<file path="src/lcd_pkg.sv">
package lcd_pkg;

	localparam int lcd_channels  = 4;
	localparam int lcd_chan_bits = 2;

	localparam int us_cycles = 2;	// clocks per microsecond, small for sim

	// init sequence, microseconds
	localparam int t_powerup    = 500;
	localparam int t_cmd_pulse  = 10;
	localparam int t_wait_short = 50;
	localparam int t_wait_clear = 200;
	localparam int t_wait_entry = 100;

	// byte transfer, microseconds
	localparam int t_xfer_total = 50;
	localparam int t_e_rise     = 1;
	localparam int t_e_fall     = 14;

	// same schedule in clock cycles, cumulative from init start
	localparam int c_powerup  = t_powerup * us_cycles;
	localparam int c_init_p1  = t_cmd_pulse * us_cycles;	// function set
	localparam int c_init_w1  = c_init_p1 + t_wait_short * us_cycles;
	localparam int c_init_p2  = c_init_w1 + t_cmd_pulse * us_cycles;	// display control
	localparam int c_init_w2  = c_init_p2 + t_wait_short * us_cycles;
	localparam int c_init_p3  = c_init_w2 + t_cmd_pulse * us_cycles;	// clear
	localparam int c_init_w3  = c_init_p3 + t_wait_clear * us_cycles;
	localparam int c_init_p4  = c_init_w3 + t_cmd_pulse * us_cycles;	// entry mode
	localparam int c_init_end = c_init_p4 + t_wait_entry * us_cycles;
	localparam int c_xfer     = t_xfer_total * us_cycles;
	localparam int c_e_rise   = t_e_rise * us_cycles;
	localparam int c_e_fall   = t_e_fall * us_cycles;
	localparam int cnt_bits   = $clog2(c_powerup + 1);	// power-up is the longest span

	localparam int cmd_depth = 8;
	localparam int rd_depth  = 8;

	localparam logic [4:0] reg_config = 5'h00;
	localparam logic [4:0] reg_ctrl   = 5'h04;
	localparam logic [4:0] reg_cmd    = 5'h08;
	localparam logic [4:0] reg_status = 5'h0C;
	localparam logic [4:0] reg_rdata  = 5'h10;

	localparam logic [1:0] resp_okay   = 2'b00;
	localparam logic [1:0] resp_slverr = 2'b10;

	typedef struct packed {
		logic lines;
		logic font;
		logic display_on;
		logic cursor;
		logic blink;
		logic inc_dec;
		logic shift;
	} lcd_config_t;

	typedef struct packed {
		logic [lcd_chan_bits-1:0] chan;
		logic                     rs;
		logic                     rw;
		logic [7:0]               data;
	} lcd_cmd_t;	// matches CMD bits 11:0

	typedef struct packed {
		logic [lcd_chan_bits-1:0] chan;
		logic [7:0]               data;
	} lcd_rd_t;

	typedef struct packed {
		logic       e;
		logic       rs;
		logic       rw;
		logic [7:0] data_out;
	} lcd_pins_t;

endpackage

</file>
<file path="src/lcd_axil_regs.sv">
`timescale 1ns/1ns

module lcd_axil_regs import lcd_pkg::*; (
	input  logic                    clk,
	input  logic                    arst_n,
	input  logic [4:0]              awaddr,
	input  logic                    awvalid,
	output logic                    awready,
	input  logic [31:0]             wdata,
	input  logic [3:0]              wstrb,
	input  logic                    wvalid,
	output logic                    wready,
	output logic [1:0]              bresp,
	output logic                    bvalid,
	input  logic                    bready,
	input  logic [4:0]              araddr,
	input  logic                    arvalid,
	output logic                    arready,
	output logic [31:0]             rdata,
	output logic [1:0]              rresp,
	output logic                    rvalid,
	input  logic                    rready,
	output lcd_config_t             lcd_cfg,
	output logic                    start_init,
	output logic                    cmd_push,
	output lcd_cmd_t                cmd_item,
	input  logic                    cmd_full,
	output logic                    rd_pop,
	input  lcd_rd_t                 rd_item,
	input  logic                    rd_empty,
	input  logic [3:0]              rd_count,
	input  logic                    init_done,
	input  logic [lcd_channels-1:0] chan_busy
);

	logic        wr_en;
	logic        rd_en;
	logic        aw_cfg;
	logic        aw_ctrl;
	logic        aw_cmd;
	logic        wr_ok;
	logic        rd_ok;
	logic [31:0] rd_word;

	// write path, address and data taken together
	assign wr_en   = awvalid && wvalid && !bvalid;
	assign awready = wr_en;
	assign wready  = wr_en;

	assign aw_cfg  = (awaddr == reg_config);
	assign aw_ctrl = (awaddr == reg_ctrl);
	assign aw_cmd  = (awaddr == reg_cmd);
	assign wr_ok   = aw_cfg || aw_ctrl || (aw_cmd && !cmd_full);	// overflow drops the command

	assign cmd_push = wr_en && aw_cmd && !cmd_full;
	assign cmd_item = lcd_cmd_t'(wdata[11:0]);

	always_ff @(posedge clk or negedge arst_n) begin
		if (!arst_n) begin
			bvalid     <= 1'b0;
			bresp      <= resp_okay;
			lcd_cfg    <= '0;
			start_init <= 1'b0;
		end else begin
			start_init <= wr_en && aw_ctrl && wstrb[0] && wdata[0];	// one cycle pulse
			if (wr_en) begin
				bvalid <= 1'b1;
				bresp  <= wr_ok ? resp_okay : resp_slverr;
			end else if (bready) begin
				bvalid <= 1'b0;
			end
			if (wr_en && aw_cfg && wstrb[0]) begin
				lcd_cfg <= lcd_config_t'(wdata[6:0]);
			end
		end
	end

	// read path
	assign arready = !rvalid;
	assign rd_en   = arvalid && arready;
	assign rd_pop  = rd_en && (araddr == reg_rdata) && !rd_empty;	// empty queue is not popped
	assign rd_ok   = (araddr == reg_config) || (araddr == reg_status) || (araddr == reg_rdata);

	always_comb begin
		case (araddr)
			reg_config: rd_word = {25'd0, lcd_cfg};
			reg_status: rd_word = {20'd0, rd_count, chan_busy, 3'd0, init_done};
			reg_rdata:  rd_word = {!rd_empty, 21'd0, rd_item};	// valid flag in bit 31
			default:    rd_word = 32'd0;
		endcase
	end

	always_ff @(posedge clk or negedge arst_n) begin
		if (!arst_n) begin
			rvalid <= 1'b0;
			rresp  <= resp_okay;
		end else begin
			if (rd_en) begin
				rvalid <= 1'b1;
				rresp  <= rd_ok ? resp_okay : resp_slverr;
			end else if (rready) begin
				rvalid <= 1'b0;
			end
		end
	end

	always_ff @(posedge clk) begin
		if (rd_en) begin
			rdata <= rd_word;
		end
	end

endmodule

</file>
<file path="src/lcd_dispatch.sv">
`timescale 1ns/1ns

module lcd_dispatch import lcd_pkg::*; (
	input  logic                    clk,
	input  logic                    arst_n,
	input  lcd_cmd_t                head,
	input  logic                    empty,
	output logic                    pop,
	input  logic [lcd_channels-1:0] chan_ready,
	output logic [lcd_channels-1:0] start,
	output lcd_cmd_t                cmd
);

	logic target_ok;

	// a channel still shows ready during its own start cycle
	assign target_ok = chan_ready[head.chan] && !start[head.chan];

	// head of queue blocks everything behind it, keeps order
	assign pop = !empty && target_ok;

	always_ff @(posedge clk or negedge arst_n) begin
		if (!arst_n) begin
			start <= '0;
		end else begin
			start <= '0;
			if (pop) begin
				start[head.chan] <= 1'b1;
			end
		end
	end

	// shared command word, valid alongside the start pulse
	always_ff @(posedge clk) begin
		if (pop) begin
			cmd <= head;
		end
	end

endmodule

</file>
<file path="src/lcd_fifo.sv">
`timescale 1ns/1ns

module lcd_fifo #(
	parameter type item_t = logic [7:0],
	parameter int  depth  = 8	// power of two, pointers wrap naturally
) (
	input  logic       clk,
	input  logic       arst_n,
	input  logic       push,
	input  item_t      wdata,
	input  logic       pop,
	output item_t      rdata,
	output logic       full,
	output logic       empty,
	output logic [3:0] count
);

	item_t                    mem [depth];
	logic [$clog2(depth)-1:0] wr_ptr;
	logic [$clog2(depth)-1:0] rd_ptr;
	logic                     do_push;
	logic                     do_pop;

	assign empty   = (count == 4'd0);
	assign full    = (count == 4'(depth));
	assign do_pop  = pop && !empty;
	assign do_push = push && (!full || do_pop);	// full queue still takes a push with a pop
	assign rdata   = mem[rd_ptr];	// head shown without popping

	always_ff @(posedge clk) begin
		if (do_push) begin
			mem[wr_ptr] <= wdata;
		end
	end

	always_ff @(posedge clk or negedge arst_n) begin
		if (!arst_n) begin
			wr_ptr <= '0;
			rd_ptr <= '0;
			count  <= '0;
		end else begin
			if (do_push) begin
				wr_ptr <= wr_ptr + 1'b1;
			end
			if (do_pop) begin
				rd_ptr <= rd_ptr + 1'b1;
			end
			if (do_push && !do_pop) begin
				count <= count + 1'b1;
			end else if (do_pop && !do_push) begin
				count <= count - 1'b1;
			end
		end
	end

endmodule

</file>
<file path="src/lcd_hd44780_ctrl.sv">
`timescale 1ns/1ns

module lcd_hd44780_ctrl import lcd_pkg::*; (
	input  logic        clk,
	input  logic        arst_n,
	input  lcd_config_t lcd_cfg,
	input  logic        start_init,
	input  logic        start,
	input  lcd_cmd_t    cmd,
	output logic        ready,
	output lcd_pins_t   pins,
	input  logic [7:0]  din,
	output logic        rd_valid,
	output logic [7:0]  rd_data,
	input  logic        rd_ready
);

	typedef enum logic [2:0] {
		st_powerup,
		st_init,
		st_idle,
		st_xfer,
		st_rd_hold
	} state_t;

	state_t              state;
	logic [cnt_bits-1:0] cnt;
	lcd_config_t         cfg_q;
	lcd_cmd_t            cmd_q;
	logic                init_e;
	logic [7:0]          init_byte;

	assign ready    = (state == st_idle);
	assign rd_valid = (state == st_rd_hold);

	// init pulses, bus returns to zero during the waits
	always_comb begin
		init_e    = 1'b0;
		init_byte = 8'h00;
		if (cnt < c_init_p1) begin
			init_e    = 1'b1;
			init_byte = {4'b0011, cfg_q.lines, cfg_q.font, 2'b00};	// function set
		end else if (cnt >= c_init_w1 && cnt < c_init_p2) begin
			init_e    = 1'b1;
			init_byte = {5'b00001, cfg_q.display_on, cfg_q.cursor, cfg_q.blink};
		end else if (cnt >= c_init_w2 && cnt < c_init_p3) begin
			init_e    = 1'b1;
			init_byte = 8'h01;	// clear
		end else if (cnt >= c_init_w3 && cnt < c_init_p4) begin
			init_e    = 1'b1;
			init_byte = {6'b000001, cfg_q.inc_dec, cfg_q.shift};	// entry mode
		end
	end

	always_comb begin
		pins = '0;
		case (state)
			st_init: begin
				pins.e        = init_e;
				pins.data_out = init_byte;
			end
			st_xfer: begin
				pins.rs       = cmd_q.rs;	// held for the whole transfer
				pins.rw       = cmd_q.rw;
				pins.data_out = cmd_q.data;
				pins.e        = (cnt >= c_e_rise) && (cnt < c_e_fall);
			end
			default: ;
		endcase
	end

	always_ff @(posedge clk or negedge arst_n) begin
		if (!arst_n) begin
			state <= st_powerup;
			cnt   <= '0;
			cfg_q <= '0;
		end else begin
			case (state)
				st_powerup: begin
					if (start_init) begin
						cnt   <= cnt_bits'(1);	// nonzero cnt means the wait is running
						cfg_q <= lcd_cfg;
					end else if (cnt == c_powerup) begin
						state <= st_init;
						cnt   <= '0;
					end else if (cnt != '0) begin
						cnt <= cnt + 1'b1;
					end
				end
				st_init: begin
					if (cnt == c_init_end - 1) begin
						state <= st_idle;
						cnt   <= '0;
					end else begin
						cnt <= cnt + 1'b1;
					end
				end
				st_idle: begin
					if (start_init) begin
						state <= st_powerup;	// re-init with fresh config
						cnt   <= cnt_bits'(1);
						cfg_q <= lcd_cfg;
					end else if (start) begin
						state <= st_xfer;
						cnt   <= '0;
					end
				end
				st_xfer: begin
					if (cnt == c_xfer - 1) begin
						state <= cmd_q.rw ? st_rd_hold : st_idle;
						cnt   <= '0;
					end else begin
						cnt <= cnt + 1'b1;
					end
				end
				st_rd_hold: begin
					if (rd_ready) begin
						state <= st_idle;
					end
				end
				default: state <= st_powerup;
			endcase
		end
	end

	always_ff @(posedge clk) begin
		if (state == st_idle && start) begin
			cmd_q <= cmd;
		end
		// captured on the edge where e drops
		if (state == st_xfer && cmd_q.rw && cnt == c_e_fall - 1) begin
			rd_data <= din;
		end
	end

endmodule

</file>
<file path="src/lcd_read_collect.sv">
`timescale 1ns/1ns

module lcd_read_collect import lcd_pkg::*; (
	input  logic                         clk,
	input  logic                         arst_n,
	input  logic [lcd_channels-1:0]      rd_valid,
	input  logic [lcd_channels-1:0][7:0] rd_data,
	output logic [lcd_channels-1:0]      rd_ready,
	output logic                         push,
	output lcd_rd_t                      item,
	input  logic                         full
);

	logic [lcd_chan_bits-1:0] ptr;	// highest priority channel
	logic [lcd_chan_bits-1:0] idx;
	logic [lcd_chan_bits-1:0] gnt_idx;
	logic                     gnt_found;

	// first valid channel at or after ptr
	always_comb begin
		gnt_found = 1'b0;
		gnt_idx   = ptr;
		idx       = ptr;
		for (int i = 0; i < lcd_channels; i++) begin
			idx = ptr + lcd_chan_bits'(i);
			if (!gnt_found && rd_valid[idx]) begin
				gnt_found = 1'b1;
				gnt_idx   = idx;
			end
		end
	end

	assign push = gnt_found && !full;	// no grant while the queue is full

	always_comb begin
		rd_ready          = '0;
		rd_ready[gnt_idx] = push;
	end

	assign item = '{chan: gnt_idx, data: rd_data[gnt_idx]};

	always_ff @(posedge clk or negedge arst_n) begin
		if (!arst_n) begin
			ptr <= '0;
		end else if (push) begin
			ptr <= gnt_idx + 1'b1;	// winner drops to lowest priority
		end
	end

endmodule

</file>
<file path="src/lcd_subsys_top.sv">
`timescale 1ns/1ns

module lcd_subsys_top import lcd_pkg::*; (
	input  logic                         clk,
	input  logic                         arst_n,
	input  logic [4:0]                   awaddr,
	input  logic                         awvalid,
	output logic                         awready,
	input  logic [31:0]                  wdata,
	input  logic [3:0]                   wstrb,
	input  logic                         wvalid,
	output logic                         wready,
	output logic [1:0]                   bresp,
	output logic                         bvalid,
	input  logic                         bready,
	input  logic [4:0]                   araddr,
	input  logic                         arvalid,
	output logic                         arready,
	output logic [31:0]                  rdata,
	output logic [1:0]                   rresp,
	output logic                         rvalid,
	input  logic                         rready,
	output lcd_pins_t [lcd_channels-1:0] lcd_pins,
	input  logic [lcd_channels-1:0][7:0] lcd_din
);

	lcd_config_t                  lcd_cfg;
	logic                         start_init;
	logic                         cmd_push;
	lcd_cmd_t                     cmd_item;
	logic                         cmd_full;
	lcd_cmd_t                     cmd_head;
	logic                         cmd_empty;
	logic                         cmd_pop;
	lcd_cmd_t                     disp_cmd;
	logic                         rd_pop;
	lcd_rd_t                      rd_item;
	logic                         rd_empty;
	logic [3:0]                   rd_count;
	logic                         rd_full;
	logic                         rd_push;
	lcd_rd_t                      rd_push_item;
	logic [lcd_channels-1:0]      chan_ready;
	logic [lcd_channels-1:0]      chan_start;
	logic [lcd_channels-1:0]      chan_busy;
	logic                         init_done;
	logic [lcd_channels-1:0]      rd_valid;
	logic [lcd_channels-1:0]      rd_ready;
	logic [lcd_channels-1:0][7:0] rd_data;

	assign init_done = &chan_ready;	// all channels through init and idle
	assign chan_busy = ~chan_ready;

	lcd_axil_regs i_lcd_axil_regs (
		.clk, .arst_n,
		.awaddr, .awvalid, .awready, .wdata, .wstrb, .wvalid, .wready,
		.bresp, .bvalid, .bready,
		.araddr, .arvalid, .arready, .rdata, .rresp, .rvalid, .rready,
		.lcd_cfg, .start_init,
		.cmd_push, .cmd_item, .cmd_full,
		.rd_pop, .rd_item, .rd_empty, .rd_count,
		.init_done, .chan_busy
	);

	lcd_fifo #(.item_t(lcd_cmd_t), .depth(cmd_depth)) i_cmd_fifo (
		.clk, .arst_n,
		.push(cmd_push), .wdata(cmd_item), .pop(cmd_pop), .rdata(cmd_head),
		.full(cmd_full), .empty(cmd_empty), .count()
	);

	lcd_dispatch i_lcd_dispatch (
		.clk, .arst_n,
		.head(cmd_head), .empty(cmd_empty), .pop(cmd_pop),
		.chan_ready, .start(chan_start), .cmd(disp_cmd)
	);

	for (genvar ch = 0; ch < lcd_channels; ch++) begin : g_chan
		lcd_hd44780_ctrl i_lcd_hd44780_ctrl (
			.clk, .arst_n,
			.lcd_cfg, .start_init,
			.start(chan_start[ch]), .cmd(disp_cmd), .ready(chan_ready[ch]),
			.pins(lcd_pins[ch]), .din(lcd_din[ch]),
			.rd_valid(rd_valid[ch]), .rd_data(rd_data[ch]), .rd_ready(rd_ready[ch])
		);
	end

	lcd_read_collect i_lcd_read_collect (
		.clk, .arst_n,
		.rd_valid, .rd_data, .rd_ready,
		.push(rd_push), .item(rd_push_item), .full(rd_full)
	);

	lcd_fifo #(.item_t(lcd_rd_t), .depth(rd_depth)) i_rd_fifo (
		.clk, .arst_n,
		.push(rd_push), .wdata(rd_push_item), .pop(rd_pop), .rdata(rd_item),
		.full(rd_full), .empty(rd_empty), .count(rd_count)
	);

endmodule

</file>
<file path="config.mk">
export PLATFORM = sky130hd
export DESIGN_NAME = lcd_subsys_top
export DESIGN_NICKNAME = d
export VERILOG_FILES = /design/src/lcd_pkg.sv /design/src/lcd_axil_regs.sv /design/src/lcd_dispatch.sv /design/src/lcd_fifo.sv /design/src/lcd_hd44780_ctrl.sv /design/src/lcd_read_collect.sv /design/src/lcd_subsys_top.sv
export SDC_FILE = /design/constraint.sdc
export NUM_CORES = 1
export LEC_CHECK = 0
export BUFFER_PORTS_ARGS = -buffer_cell sky130_fd_sc_hd__buf_2
export CELL_PAD_IN_SITES_DETAIL_PLACEMENT = 1
export CELL_PAD_IN_SITES_GLOBAL_PLACEMENT = 1
export CORE_ASPECT_RATIO = 1.5
export CORE_MARGIN = 1
export CORE_UTILIZATION = 55
export CTS_BUF_LIST = sky130_fd_sc_hd__clkbuf_8
export CTS_CLUSTER_DIAMETER = 40
export CTS_CLUSTER_SIZE = 14
export DETAILED_ROUTE_END_ITERATION = 8
export MAX_ROUTING_LAYER = met4
export PLACE_DENSITY = 0.95
export SKIP_LAST_GASP = 1
export SLEW_MARGIN = 20
export SYNTH_ARGS = -nofsm -noshare
export SYNTH_HDL_FRONTEND = slang
export SYNTH_SLANG_ARGS = --single-unit
</file>
<file path="constraint.sdc">
create_clock -name clk -period 7.6 [get_ports clk]
set_input_delay 0.38 -clock clk [delete_from_list [all_inputs] [get_ports clk]]
set_output_delay 0.38 -clock clk [all_outputs]
set_load 0.02 [all_outputs]
</file>
==> flow_results.org, run 1 <==
** Setup path
- The critical path runs through a total of 14 cells.
- STA puts the critical path data required time at 8080 ps.
- Category of the worst setup path capture point :: flop
- The largest individual stage delay along the critical path comes from the cell o22ai_2.
- For this run, the slowest stage of the critical path takes 750 ps.
- Crit start category :: flop
- STA puts the critical path data arrival time at 5050 ps.
- The worst register-to-register path has a depth of 14.
- On the critical path the largest part of the delay comes from compound AO/OA/AOI/OAI gates.
- Register-to-register setup slack :: 3030 ps
- Startpoint-to-endpoint class of the critical path :: flop to flop
- Together, buffers and inverters on the worst path number 3.
- Walking the worst path, the cells encountered are buf_4 -> mux4_2 -> mux2_2 -> nand2b_1 -> o22ai_2 -> inv_1 -> ha_1 -> inv_1 -> ha_1 -> a21o_1 -> a21oi_1 -> xnor2_1 -> nor2_1 -> xor2_1.
- Worst-path maximum fanout :: 28

** Timing
- The worst path uses 60.1% of the clock period.
- The number of hold violations in the final report came to 0.
- Setup repair after global routing missed its margin :: false
- After layout, the minimum clock period comes to 4570 ps.
- The max-slew violation count was 0.
- Clock Skews :: 56.5 ps
- Headroom to the max-slew limit :: 23.0%
- Setup violations remaining at the end of the flow were counted as 0.
- Slew at the pin with the worst max-slew slack :: 1150 ps
- For this run, the top clock speed supported by timing is 0.219 GHz.
- Setup total negative slack :: 0 ps

** Yosys
- The cell count after synthesis came out at 1,351.
- Summed instance area of the synthesized netlist :: 17,800 sq um
- In this run, synthesis inferred 271 flip-flops with an integrated enable.
- edfxtp_1 takes more of the synthesized area than any other cell.
- Sequential share of the synthesized area :: 62.2%
- For this run, asynchronously set or reset flops after synthesis account for 30.3%.
- Commonest cells in the synthesized netlist :: 271 x edfxtp_1, 118 x dfrtp_1, 99 x nor2_1
- Cell variety after synth :: 82
- Among all flip-flop cells after synthesis, the most frequent one is edfxtp_1.
- Most frequent cell after synthesis :: edfxtp_1
- Number of warnings printed during yosys synthesis :: 0
- In this run the biggest area consumer among cell types represents 45.6% of the synthesized area.
- By area the synthesized netlist is led by edfxtp_1 46%, dfrtp_1 17%, mux4_2 5.4%.
- Post-synthesis sequential element count :: 389
- In this run the mean area of a mapped cell was 13.2 sq um.

** Floorplanning
- Full die area :: 33,200 sq um
- Standard cell core area :: 31,800 sq um
- Die height :: 223 microns
- For this design the top-level I/O count stands at 170.
- FP Rows :: 80
- Initial Util :: 56.0%
- Measured along the x axis, the die boundary spans 149 microns.

** Clock tree
- For this design, the sink count on the clock tree is 389.
- The H-tree generated during clock tree synthesis spans 2 levels.
- The clock passes through at most 3 buffers.
- Post-CTS setup buffers :: 0
- Clock latency on the worst-skew pair, taken at its later pin, is 640 ps.
- TritonCTS clock tree :: done
- Clock-pin slew was measured on the worst setup and hold paths at 100 ps.
- Cell at the root of the clock tree :: clkbuf_8
- Buffers inserted during clock tree synthesis total 42.

** Drt
- Initial DRT Pass Iterations :: 6
- Using the TritonRoute via totals, the vias-per-cell ratio works out to 6.64.
- Number of DRC violations after detailed-routing iteration 0 :: 1,156
- Wires add up to 55,300 microns.
- Number of routed nets with antenna violations :: 0
- Wirelength per Cell :: 28.4 microns
- In the routed design, unresolved DRC markers number 0.
- Via count of the routed design :: 12,900

** Pwr
- In this run the power spent charging and discharging nets is 0.00155 W.
- Fraction of power consumed by the clock network :: 30.6%
- Power Dens Cells :: 244 nW/um^2
- Of the total power, registers draw 52.9%.
- Share of power burned in combinational logic :: 16.5%
- Max IR drop VDD :: 198 uV
- Standby leakage power :: 7.63 nW
- Share of total power consumed by net switching :: 31.8%
- Internal power comes to 0.00334 W.

** Global routing
- Initial antenna violation count :: 1
- Pin count of the biggest net entering global routing :: 68
- All-layer global routing usage :: 35.2%
- Remaining Overflow, GRT :: 0
- The number of global-route vias before repair is 13,700.
- Global-route wire length before repair :: 83,800 microns

** Place
- Detailed placement ended at an HPWL of 34,300 microns.
- Routability-driven placement finished with a final weighted congestion of 0.887.
- Buffers placed on the I/O ports in this run total 125.
- Summing all placed instances gives a cell area of 18,800 sq um.

** Run status
- The flow ran to the end, and the final reports show no timing, DRC or antenna violations.

** Min path
- Along the worst hold path, the cell count comes to 1.
- Class of the most critical hold timing path :: primary input to flop

** Final layout
- Area growth from synthesis to layout :: 12.3%
- Summing all non-filler instances in the final layout gives an area of 20,000 sq um.
- In the final design database the tool counted 1,611 nets.
- The post-route netlist has 21.8% of its cells at a drive strength greater than 1.

** Flow run
- Max-cap viol count :: 0
metrics by stage:
| step | util, % | setup WS, ps | power (W) | cells | hold WS (ps) |
|---|---|---|---|---|---|
| after floorplan | - | 4240 | 0.00312 | 1371 | 84.4 |
| final | 62.9 | 3030 | 0.00489 | 1947 | 32.6 |
| after detailed placement | 59.0 | 3230 | 0.00337 | 1832 | 479 |
| after CTS | 62.9 | 3080 | 0.00487 | 1946 | 7.60 |
| after global routing | 62.9 | 2850 | 0.00505 | 1947 | 26.0 |
| after global placement | 58.9 | 3560 | 0.00330 | 1832 | 469 |
area by class of cell:
class	instances	area [sq um]
Clock inverter	33	267
Clock buffer	45	619
Inverter	39	146
Sequential cell	389	11100
Multi-Input combinational cell	850	6260
Antenna cell	1	2.50
Tap cell	410	513
Timing Repair Buffer	180	1130
Fill cell	3116	11800
cell usage in the layout, fill, tap and decap left out, types with 6 or more instances in the layout:
master / Yosys / routed
a211oi_1: 12 / 12
a21o_1: 12 / 12
a21oi_1: 44 / 43
a221oi_1: 9 / 9
a22o_1: 23 / 23
a31oi_1: 11 / 11
and2_1: 6 / 6
and3_1: 36 / 36
buf_2: 9 / 124
buf_4: 23 / 20
clkbuf_8: 0 / 45
conb_1: 1 / 21
dfrtp_1: 118 / 118
dlygate4sd3_1: 0 / 36
edfxtp_1: 271 / 271
ha_1: 22 / 22
inv_1: 38 / 50
mux2_2: 51 / 51
mux2i_1: 42 / 42
mux4_2: 43 / 43
nand2_1: 98 / 98
nand2b_1: 21 / 21
nand3_1: 27 / 27
nand3b_1: 7 / 7
nand4_1: 8 / 8
nor2_1: 99 / 94
nor2_2: 1 / 6
nor2b_1: 22 / 22
nor3_1: 33 / 30
nor4_1: 15 / 13
o21ai_0: 67 / 67
o22ai_1: 7 / 7
or2_2: 7 / 7
xnor2_1: 17 / 17
power by group through the flow:
stage,Sequential [W],Combinational (W),Clock [W]
after CTS,0.00258,0.000794,0.00150
after global routing,0.00260,0.000868,0.00157
after global placement,0.00261,0.000687,0
final,0.00259,0.000805,0.00150
after detailed placement,0.00262,0.000749,0
after floorplan,0.00248,0.000641,0
registers in the layout (all words and copies together), names as in the netlist, 4 cells and up:
| register | flops |
|---|---|
| g_chan.i_lcd_hd44780_ctrl.cfg_q | 28 |
| g_chan.i_lcd_hd44780_ctrl.cmd_q | 40 |
| g_chan.i_lcd_hd44780_ctrl.cnt | 40 |
| g_chan.i_lcd_hd44780_ctrl.rd_data | 32 |
| g_chan.i_lcd_hd44780_ctrl.state | 12 |
| i_cmd_fifo.count | 4 |
| i_cmd_fifo.mem | 96 |
| i_lcd_axil_regs.lcd_cfg | 7 |
| i_lcd_axil_regs.rdata | 13 |
| i_lcd_dispatch.cmd | 10 |
| i_lcd_dispatch.start | 4 |
| i_rd_fifo.count | 4 |
| i_rd_fifo.mem | 80 |
worst register-to-register path: stages (launching register included):
cell and delay (ps):
dfrtp_1 350, buf_4 470, mux4_2 620, mux2_2 340, nand2b_1 230, o22ai_2 750
inv_1 240, ha_1 310, inv_1 150, ha_1 260, a21o_1 160, a21oi_1 210
xnor2_1 140, nor2_1 70, xor2_1 150
timing repair:
item                      4_1_cts  5_1_grt
hold buffers                   36        0
hold endpoints to repair       87        0
gates resized for setup         0        0
routing by layer:
layer  vias to the layer above  part of all wire (%)  track usage [%]
met5                         -                     0                -
met1                      6582                    36             41.1
li1                       5357                     -                -
met3                       210                   7.8             6.14
met4                         0                   5.3             18.2
met2                       787                    51             58.1
cells by family after synthesis:
group / synth area share, %
compound gates: 8.97
xor+xnor: 1.08
fa+ha+maj: 1.77
buf+inv: 3.47
flops: 62.2
mux: 11.0
other cells: 0.0210
simple gates: 11.5
final timing paths:
check                                                      start                               endpoint
max                                         i_cmd_fifo.rd_ptr[0]                    i_cmd_fifo.count[3]
min                                                     wdata[9]                   i_cmd_fifo.mem[6][9]
max reg2reg                                 i_cmd_fifo.rd_ptr[0]                    i_cmd_fifo.count[3]
min reg2reg                g_chan[3].i_lcd_hd44780_ctrl.cfg_q[6]  g_chan[3].i_lcd_hd44780_ctrl.cfg_q[6]
max in group asynchronous                                 arst_n    g_chan[1].i_lcd_hd44780_ctrl.cnt[2]
min in group asynchronous                                 arst_n    g_chan[0].i_lcd_hd44780_ctrl.cnt[0]
(Power assumes the default switching activity.)
==> run 2, diff against run 1 <==
- CORE_UTILIZATION: 55 -> 51
- clock period: 7.6 -> 4.8 ns (I/O delays scaled with it)
==> flow_results.org, run 2 (synthesis results as in run 1) <==
** Timing
- The number of setup violations in the final report came to 0 (unchanged).
- The worst clock skew on the final layout came to 50.3 ps (was 56.5 ps).
- Final critical-path share of the clock period :: 78.4% (was 60.1%)
- Final critical delay including setup and external delays :: 3760 ps (was 4570 ps)
- The final critical-path setup slack came to 1040 ps (was 3030 ps).
- The max-slew violation count is 0 (unchanged).
- Number of endpoints with negative hold slack in the final report :: 0 (unchanged)
- Headroom to the max-slew limit :: 24.5% (was 23.0%)
- Setup repair after global routing missed its margin: false (unchanged).
- Worst hold slack :: 102 ps (was 32.6 ps)
- Achievable frequency :: 0.266 GHz (was 0.219 GHz)
- Setup total negative slack :: 0 ps (unchanged)
- Slew at the pin with the worst max-slew slack :: 1130 ps (was 1150 ps)

** Setup path
- Cell chain of the critical path :: mux4_2 -> mux2_2 -> nand2b_1 -> o22ai_2 -> buf_4 -> inv_1 -> ha_1 -> inv_1 -> ha_1 -> a21o_1 -> a21oi_1 -> xnor2_1 -> nor2_1 -> xor2_1 (was buf_4 -> mux4_2 -> mux2_2 -> nand2b_1 -> o22ai_2 -> inv_1 -> ha_1 -> inv_1 -> ha_1 -> a21o_1 -> a21oi_1 -> xnor2_1 -> nor2_1 -> xor2_1)
- Worst-case reg-to-reg path depth :: 14 (unchanged)
- The endpoint kind of the worst setup timing path is a flop (unchanged).
- Worst Path Required :: 5310 ps (was 8080 ps)
- The standard cell with the maximum stage delay on the critical path was dfrtp_1 (was o22ai_2).
- The critical path endpoint is i_cmd_fifo.count[3] (unchanged).
- Launch point of the critical path :: i_cmd_fifo.rd_ptr[2] (was i_cmd_fifo.rd_ptr[0])
- Register-to-register setup slack :: 1040 ps (was 3030 ps)
- FF-to-FF Start :: i_cmd_fifo.rd_ptr[2] (was i_cmd_fifo.rd_ptr[0])
- The capture instance of the worst register-to-register path was i_cmd_fifo.count[3] (unchanged).
- The critical-path maximum fanout is 14 (was 28).
- Crit start category :: flop (unchanged)
- WP data arrival :: 4270 ps (was 5050 ps)
- Startpoint-to-endpoint class of the critical path :: flop to flop (unchanged)
- Maximum single-stage delay on the critical path :: 860 ps (was 750 ps)

** Drt
- Number of routed nets with antenna violations :: 0 (unchanged)
- The via-per-instance ratio came to 6.18 (was 6.64).
- Wirelength per Cell :: 25.6 microns (was 28.4 microns)
- The first-iteration detailed-routing DRC count is 869 (was 1,156).
- The count of TritonRoute iterations in the first routing pass was 5 (was 6).
- Via count of the routed design :: 12,500 (was 12,900)
- DRC viols :: 0 (unchanged)
- The total length of routed wires was 51,800 microns (was 55,300 microns).

** Clock tree
- Post-CTS setup buffers :: 0 (unchanged)
- Post-cts repair resize count :: 0 (unchanged)
- The H-tree depth reported by CTS was 2 (unchanged).
- The clock input transition at the sequential cells of the worst setup and hold paths was 90 ps (was 100 ps).
- Clk Latency, worst-skew pair :: 630 ps (was 640 ps)
- Number of sinks handled by clock tree synthesis :: 389 (unchanged)
- Inserted Clock Buffers :: 42 (unchanged)
- The CTS tree is done (unchanged).
- Worst-case clock buffer depth :: 3 (unchanged)
- Cell at the root of the clock tree :: clkbuf_8 (unchanged)

** Global routing
- The number of antenna violations at the first check in global routing is 0 (was 1).
- The leftover overflow at the end of global routing is 0 (unchanged).
- Global-route wire length before repair :: 81,100 microns (was 83,800 microns)
- Pin count of the biggest net entering global routing :: 61 (was 68)
- All-layer global routing usage :: 31.1% (was 35.2%)
- Number of global-route vias before repair :: 13,700 (about the same)

** Place
- The worst slack at placement came to 1060 ps (was 3230 ps).
- Total of buffers placed on input and output ports :: 125 (unchanged)
- The final weighted congestion in routability-driven placement is 0.904 (was 0.887).
- The total instance count after detailed placement came to 1,893 (was 1,832).
- Estimated wirelength of the detail-placed design :: 34,800 microns (was 34,300 microns)

** Floorplanning
- FP Rows :: 83 (was 80)
- # IOs :: 170 (unchanged)
- Die X :: 155 microns (was 149 microns)
- The vertical die dimension is 231 microns (was 223 microns).
- Standard cell core area :: 34,400 sq um (was 31,800 sq um)
- Full die area :: 35,800 sq um (was 33,200 sq um)
- The effective utilization at floorplan came to 51.9% (was 56.0%).

** Final layout
- The flip-flop count of the largest register, all copies and words added is 96 (unchanged).
- The most common cell after layout, fill and taps aside is edfxtp_1 (unchanged).
- Antenna Diode Count :: 0 (was 1)
- Non-filler cells, final :: 2,024 (was 1,947)
- The top register by number of flip-flops was i_cmd_fifo.mem (unchanged).
- Layout cells sized above 1 :: 21.6% (was 21.8%)
- Number of nets in the layout :: 1,632 (was 1,611)
- The growth of design area from synthesis to finish was 13.5% (was 12.3%).
- Largest registers ranked by flip-flop count :: i_cmd_fifo.mem: 96 flops, i_rd_fifo.mem: 80 flops (unchanged)
- Leading cell types in the layout, fill and taps excluded: 271 x edfxtp_1, 124 x buf_2, 117 x dfrtp_1, 98 x nand2_1, 95 x nor2_1 (was 271 x edfxtp_1, 124 x buf_2, 118 x dfrtp_1, 98 x nand2_1, 94 x nor2_1).

** Pwr
- Power Dens Cells :: 374 nW/um^2 (was 244 nW/um^2)
- Max IR drop VDD :: 264 uV (was 198 uV)
- The total leakage power is 7.70 nW (was 7.63 nW).
- The total power was 0.00759 W (was 0.00489 W).

** Run status
- Outcome :: complete, no violations (unchanged)

** Flow run
- The count of max-cap constraint violations came to 0 (unchanged).

** Min path
- The path category of the worst min-delay check was primary input to flop (unchanged).
[run 2: cell count changes in the layout (fill, tap and decap cells not counted), sizes merged]
cell,delta
buf,+4
bufinv,-1
clkbuf,-3
clkinv,-2
clkinvlp,+3
diode,-1
dlygate4sd3,+17
inv,+3
[run 2: metrics by stage]
stage               area, sq um  util, %
floorplan                 17900        -
global placement          18900     54.9
detailed placement        18900     54.9
CTS                       20200     58.9
global route              20300     58.9
finish                    20300     58.9
[run 2: report_power, final]
group          total (W)  switching [W]  internal [W]
Combinational    0.00122       0.000687      0.000535
Clock            0.00224        0.00130      0.000934
Sequential       0.00413       0.000397       0.00373
[run 2: per-layer routing]
layer	vias up	share of wire, %	track usage (%)
li1	5401	-	-
met2	526	52	53.2
met5	-	0	-
met3	208	5.8	4.81
met1	6378	36	34.4
met4	0	6.2	18.3
[run 2: how the worst min path moves through the flow]
stage | end | from | cells after the start
floorplan | g_chan[0].i_lcd_hd44780_ctrl.cfg_q[0] | arst_n | 0
global placement | g_chan[1].i_lcd_hd44780_ctrl.cnt[3] | arst_n | 1
detailed placement | g_chan[1].i_lcd_hd44780_ctrl.cnt[3] | arst_n | 1
CTS | i_lcd_axil_regs.rresp[1] | araddr[0] | 4
global route | i_lcd_axil_regs.rresp[1] | araddr[1] | 4
finish | i_lcd_axil_regs.rresp[1] | araddr[0] | 4
[run 2: critical path: cells and delay by family, from the launching register on]
kind	cells	cell delay [ps]
flops	1	860
mux	2	780
fa+ha+maj	2	500
buf+inv	3	490
compound gates	3	470
xor+xnor	2	300
simple gates	2	280
[run 2: timing repair]
item,in CTS,in global routing
setup endpoints to repair,0,0
endpoints found under the hold margin,193,0
hold buffers,53,0
[run 2: cell type report]
cell class | count | area (sq um)
sequential | 389 | 11100
multi-input combinational | 850 | 6250
tap | 467 | 584
timing repair buffer | 201 | 1330
inverter | 39 | 146
clock inverter | 36 | 269
fill | 3406 | 14100
clock buffer | 42 | 578
==> run 3, diff against run 2 <==
- clock period: 4.8 -> 3.8 ns (I/O delays scaled with it)
==> flow_results.org, run 3 (synthesis results as in run 1) <==
** Run status
- Outcome: complete, no violations (unchanged).

** Clock tree
- The H-tree depth reported by CTS was 2 (unchanged).
- TritonCTS clock tree :: done (unchanged)
- Worst-case clock buffer depth :: 3 (unchanged)
- Inserted Clock Buffers :: 43 (was 42)
- Cell at the root of the clock tree :: clkbuf_8 (unchanged)
- The clock sink total was 389 (unchanged).
- Clock-pin slew on the worst setup and hold paths :: 90 ps (about the same)
- Clk Latency, worst-skew pair :: 620 ps (was 630 ps)
- The count of instances resized after the clock tree is built is 0 (unchanged).
- Post-CTS setup buffers :: 0 (unchanged)

** Final layout
- Layout cells sized above 1 :: 22.6% (was 21.6%)
- Count of fill cells added during filler insertion :: 3,383 (was 3,406)
- Register bank with the most flops :: i_cmd_fifo.mem (unchanged)
- Leading cell types in the layout, fill and taps excluded :: 271 x edfxtp_1, 124 x buf_2, 118 x dfrtp_1, 99 x nor2_1, 98 x nand2_1 (was 271 x edfxtp_1, 124 x buf_2, 117 x dfrtp_1, 98 x nand2_1, 95 x nor2_1)
- The area of the multi-input gates is 6250 sq um (about the same).
- The growth of design area from synthesis to finish came to 15.0% (was 13.5%).
- The flip-flop count of the largest register, all copies and words added is 96 (unchanged).
- Leading cell type in the layout, fill and taps excluded :: edfxtp_1 (unchanged)
- Largest registers ranked by flip-flop count :: i_cmd_fifo.mem: 96 flops, i_rd_fifo.mem: 80 flops (unchanged)
- Footprint of the flip-flops and latches :: 11,100 sq um (about the same)
- Number of nets in the layout :: 1,655 (was 1,632)
- Post-Route Utilization :: 59.7% (was 58.9%)

** Timing
- Clock Skews :: 44.4 ps (was 50.3 ps)
- The actual slew at the worst max-slew pin was 1070 ps (was 1130 ps).
- Headroom to the max-slew limit :: 28.3% (was 24.5%)
- The maximum clock frequency is 0.281 GHz (was 0.266 GHz).
- The sum of negative setup slack was 0 ps (unchanged).
- The number of setup violations in the final report is 0 (unchanged).
- Max-slew violation count :: 0 (unchanged)
- Number of endpoints with negative hold slack in the final report :: 0 (unchanged)
- Final critical-path share of the clock period :: 93.8% (was 78.4%)
- Setup repair after global routing missed its margin :: false (unchanged)
- The final critical-path setup slack came to 235 ps (was 1040 ps).
- Final critical delay including setup and external delays :: 3560 ps (was 3760 ps)

** Setup path
- Worst-case reg-to-reg path depth :: 13 (was 14)
- The classification of the worst setup path is flop to flop (unchanged).
- Launch point of the critical path :: i_cmd_fifo.rd_ptr[0] (was i_cmd_fifo.rd_ptr[2])
- Reg-to-reg endpoint :: i_cmd_fifo.count[3] (unchanged)
- Crit start category :: flop (unchanged)
- WP data arrival :: 4070 ps (was 4270 ps)
- The critical path required time is 4310 ps (was 5310 ps).
- Worst-path maximum fanout :: 8 (was 14)
- Register-to-register setup slack :: 240 ps (was 1040 ps)
- The critical path endpoint is i_cmd_fifo.count[3] (unchanged).
- The endpoint kind of the worst setup timing path was a flop (unchanged).
- FF-to-FF Start :: i_cmd_fifo.rd_ptr[0] (was i_cmd_fifo.rd_ptr[2])

** Drt
- The routed length on met1 was 20,600 microns (was 18,700 microns).
- The first-iteration detailed-routing DRC count came to 1,250 (was 869).
- Routed via count divided by cell count :: 6.38 (was 6.18)
- Total length of routed wires :: 58,700 microns (was 51,800 microns)
- The number of design rule violations left after detail routing was 0 (unchanged).
- Via count of the routed design :: 13,100 (was 12,500)
- The met2 routed wirelength came to 30,000 microns (was 26,900 microns).
- The wire length on met3 came to 4080 microns (was 2980 microns).
- The topmost layer with routed signal wires was met4 (unchanged).
- The count of TritonRoute iterations in the first routing pass is 5 (unchanged).
- The remaining number of nets flagged by the antenna check after routing came to 0 (unchanged).
- The final routed wire length divided by cell count is 28.6 microns (was 25.6 microns).

** Place
- Estimated wirelength of the detail-placed design :: 36,700 microns (was 34,800 microns)
- Worst setup slack after placement :: 365 ps (was 1060 ps)
- The final weighted congestion in routability-driven placement is 0.867 (was 0.904).
- Total of buffers placed on input and output ports :: 125 (unchanged)

** Pwr
- Standby leakage power :: 7.86 nW (was 7.70 nW)
- The worst supply voltage drop on vdd is 295 uV (was 264 uV).
- Power Dens Cells :: 489 nW/um^2 (was 374 nW/um^2)

** Flow run
- Max-cap viol count :: 0 (unchanged)

** Min path
- Class of the most critical hold timing path :: primary input to flop (unchanged)

** Global routing
- The leftover overflow at the end of global routing was 0 (unchanged).
- Number of global-route vias before repair :: 14,200 (was 13,700)
- Pin count of the biggest net entering global routing :: 69 (was 61)
- Initial antenna violation count :: 1 (was 0)
- The global-route wire length before repair is 88,000 microns (was 81,100 microns).
- The global router's overall resource usage came to 34.5% (was 31.1%).

** Floorplanning
- The I/O pin total is 170 (unchanged).
- The vertical die dimension was 231 microns (unchanged).
- The effective utilization at floorplan is 51.9% (unchanged).
- Full die area :: 35,800 sq um (unchanged)
- FP Rows :: 83 (unchanged)
- Standard cell core area :: 34,400 sq um (unchanged)
- The x dimension of the die came to 155 microns (unchanged).
-- run 3: changes by cell type in the layout (fill, tap and decap cells not counted), sizes merged --
cell	delta
buf	+22
bufinv	+2
clkbuf	+5
clkinv	+2
clkinvlp	-4
diode	+1
inv	-3
-- run 3: critical path, stage by stage, from the launching register on --
cell and delay [ps]:
dfrtp_1 610, mux4_2 570, mux2_2 290, nand2b_1 190
o22ai_2 220, inv_1 100, ha_1 240, inv_1 170
ha_1 310, a21o_1 180, a21oi_1 210, xnor2_1 140
nor2_1 60, xor2_1 150
-- run 3: per-stage QoR --
step / hold WS [ps] / instances / instance area (sq um) / total power (W)
after floorplan: -106 / 1371 / 17900 / 0.00624
after global placement: 364 / 1915 / 19000 / 0.00662
after detailed placement: 369 / 1915 / 19000 / 0.00678
after CTS: 70.1 / 2048 / 20500 / 0.00989
after global routing: 91.6 / 2049 / 20500 / 0.0103
final: 93.0 / 2049 / 20500 / 0.0100
-- run 3: layout make-up --
class	instances	share of cell area [%]
diodes	1	0.0122
clock buffers	47	3.15
clock inverters	33	1.47
inverters	39	0.713
multi-input cells	850	30.5
flip-flops and latches	389	54.1
well taps	467	2.85
repair buffers	223	7.29
-- run 3: layer usage --
metal,track usage (%),vias up
met5,-,-
met3,5.76,239
met2,58.0,761
met4,21.8,0
li1,-,5443
met1,38.3,6635
-- run 3: worst min-delay path by stage --
stage,startpoint,endpoint,depth (start not counted),slack (ps)
CTS,araddr[1],i_lcd_axil_regs.rresp[1],4,70
global route,araddr[0],i_lcd_axil_regs.rresp[1],4,90
floorplan,arst_n,g_chan[0].i_lcd_hd44780_ctrl.cfg_q[0],0,-110
global placement,rready,i_lcd_axil_regs.rvalid,2,360
detailed placement,lcd_din[17],g_chan[2].i_lcd_hd44780_ctrl.rd_data[1],1,370
finish,araddr[1],i_lcd_axil_regs.rresp[1],4,90
-- run 3: power by group --
group	total, W	switching [W]	internal [W]
Sequential	0.00518	0.000470	0.00471
Clock	0.00319	0.00177	0.00142
Combinational	0.00166	0.000979	0.000681
-- run 3: timing repair --
item                                    4_1_cts  5_1_grt
endpoints found under the setup margin        0        0
hold buffers                                 53        0
endpoints found under the hold margin       203        0
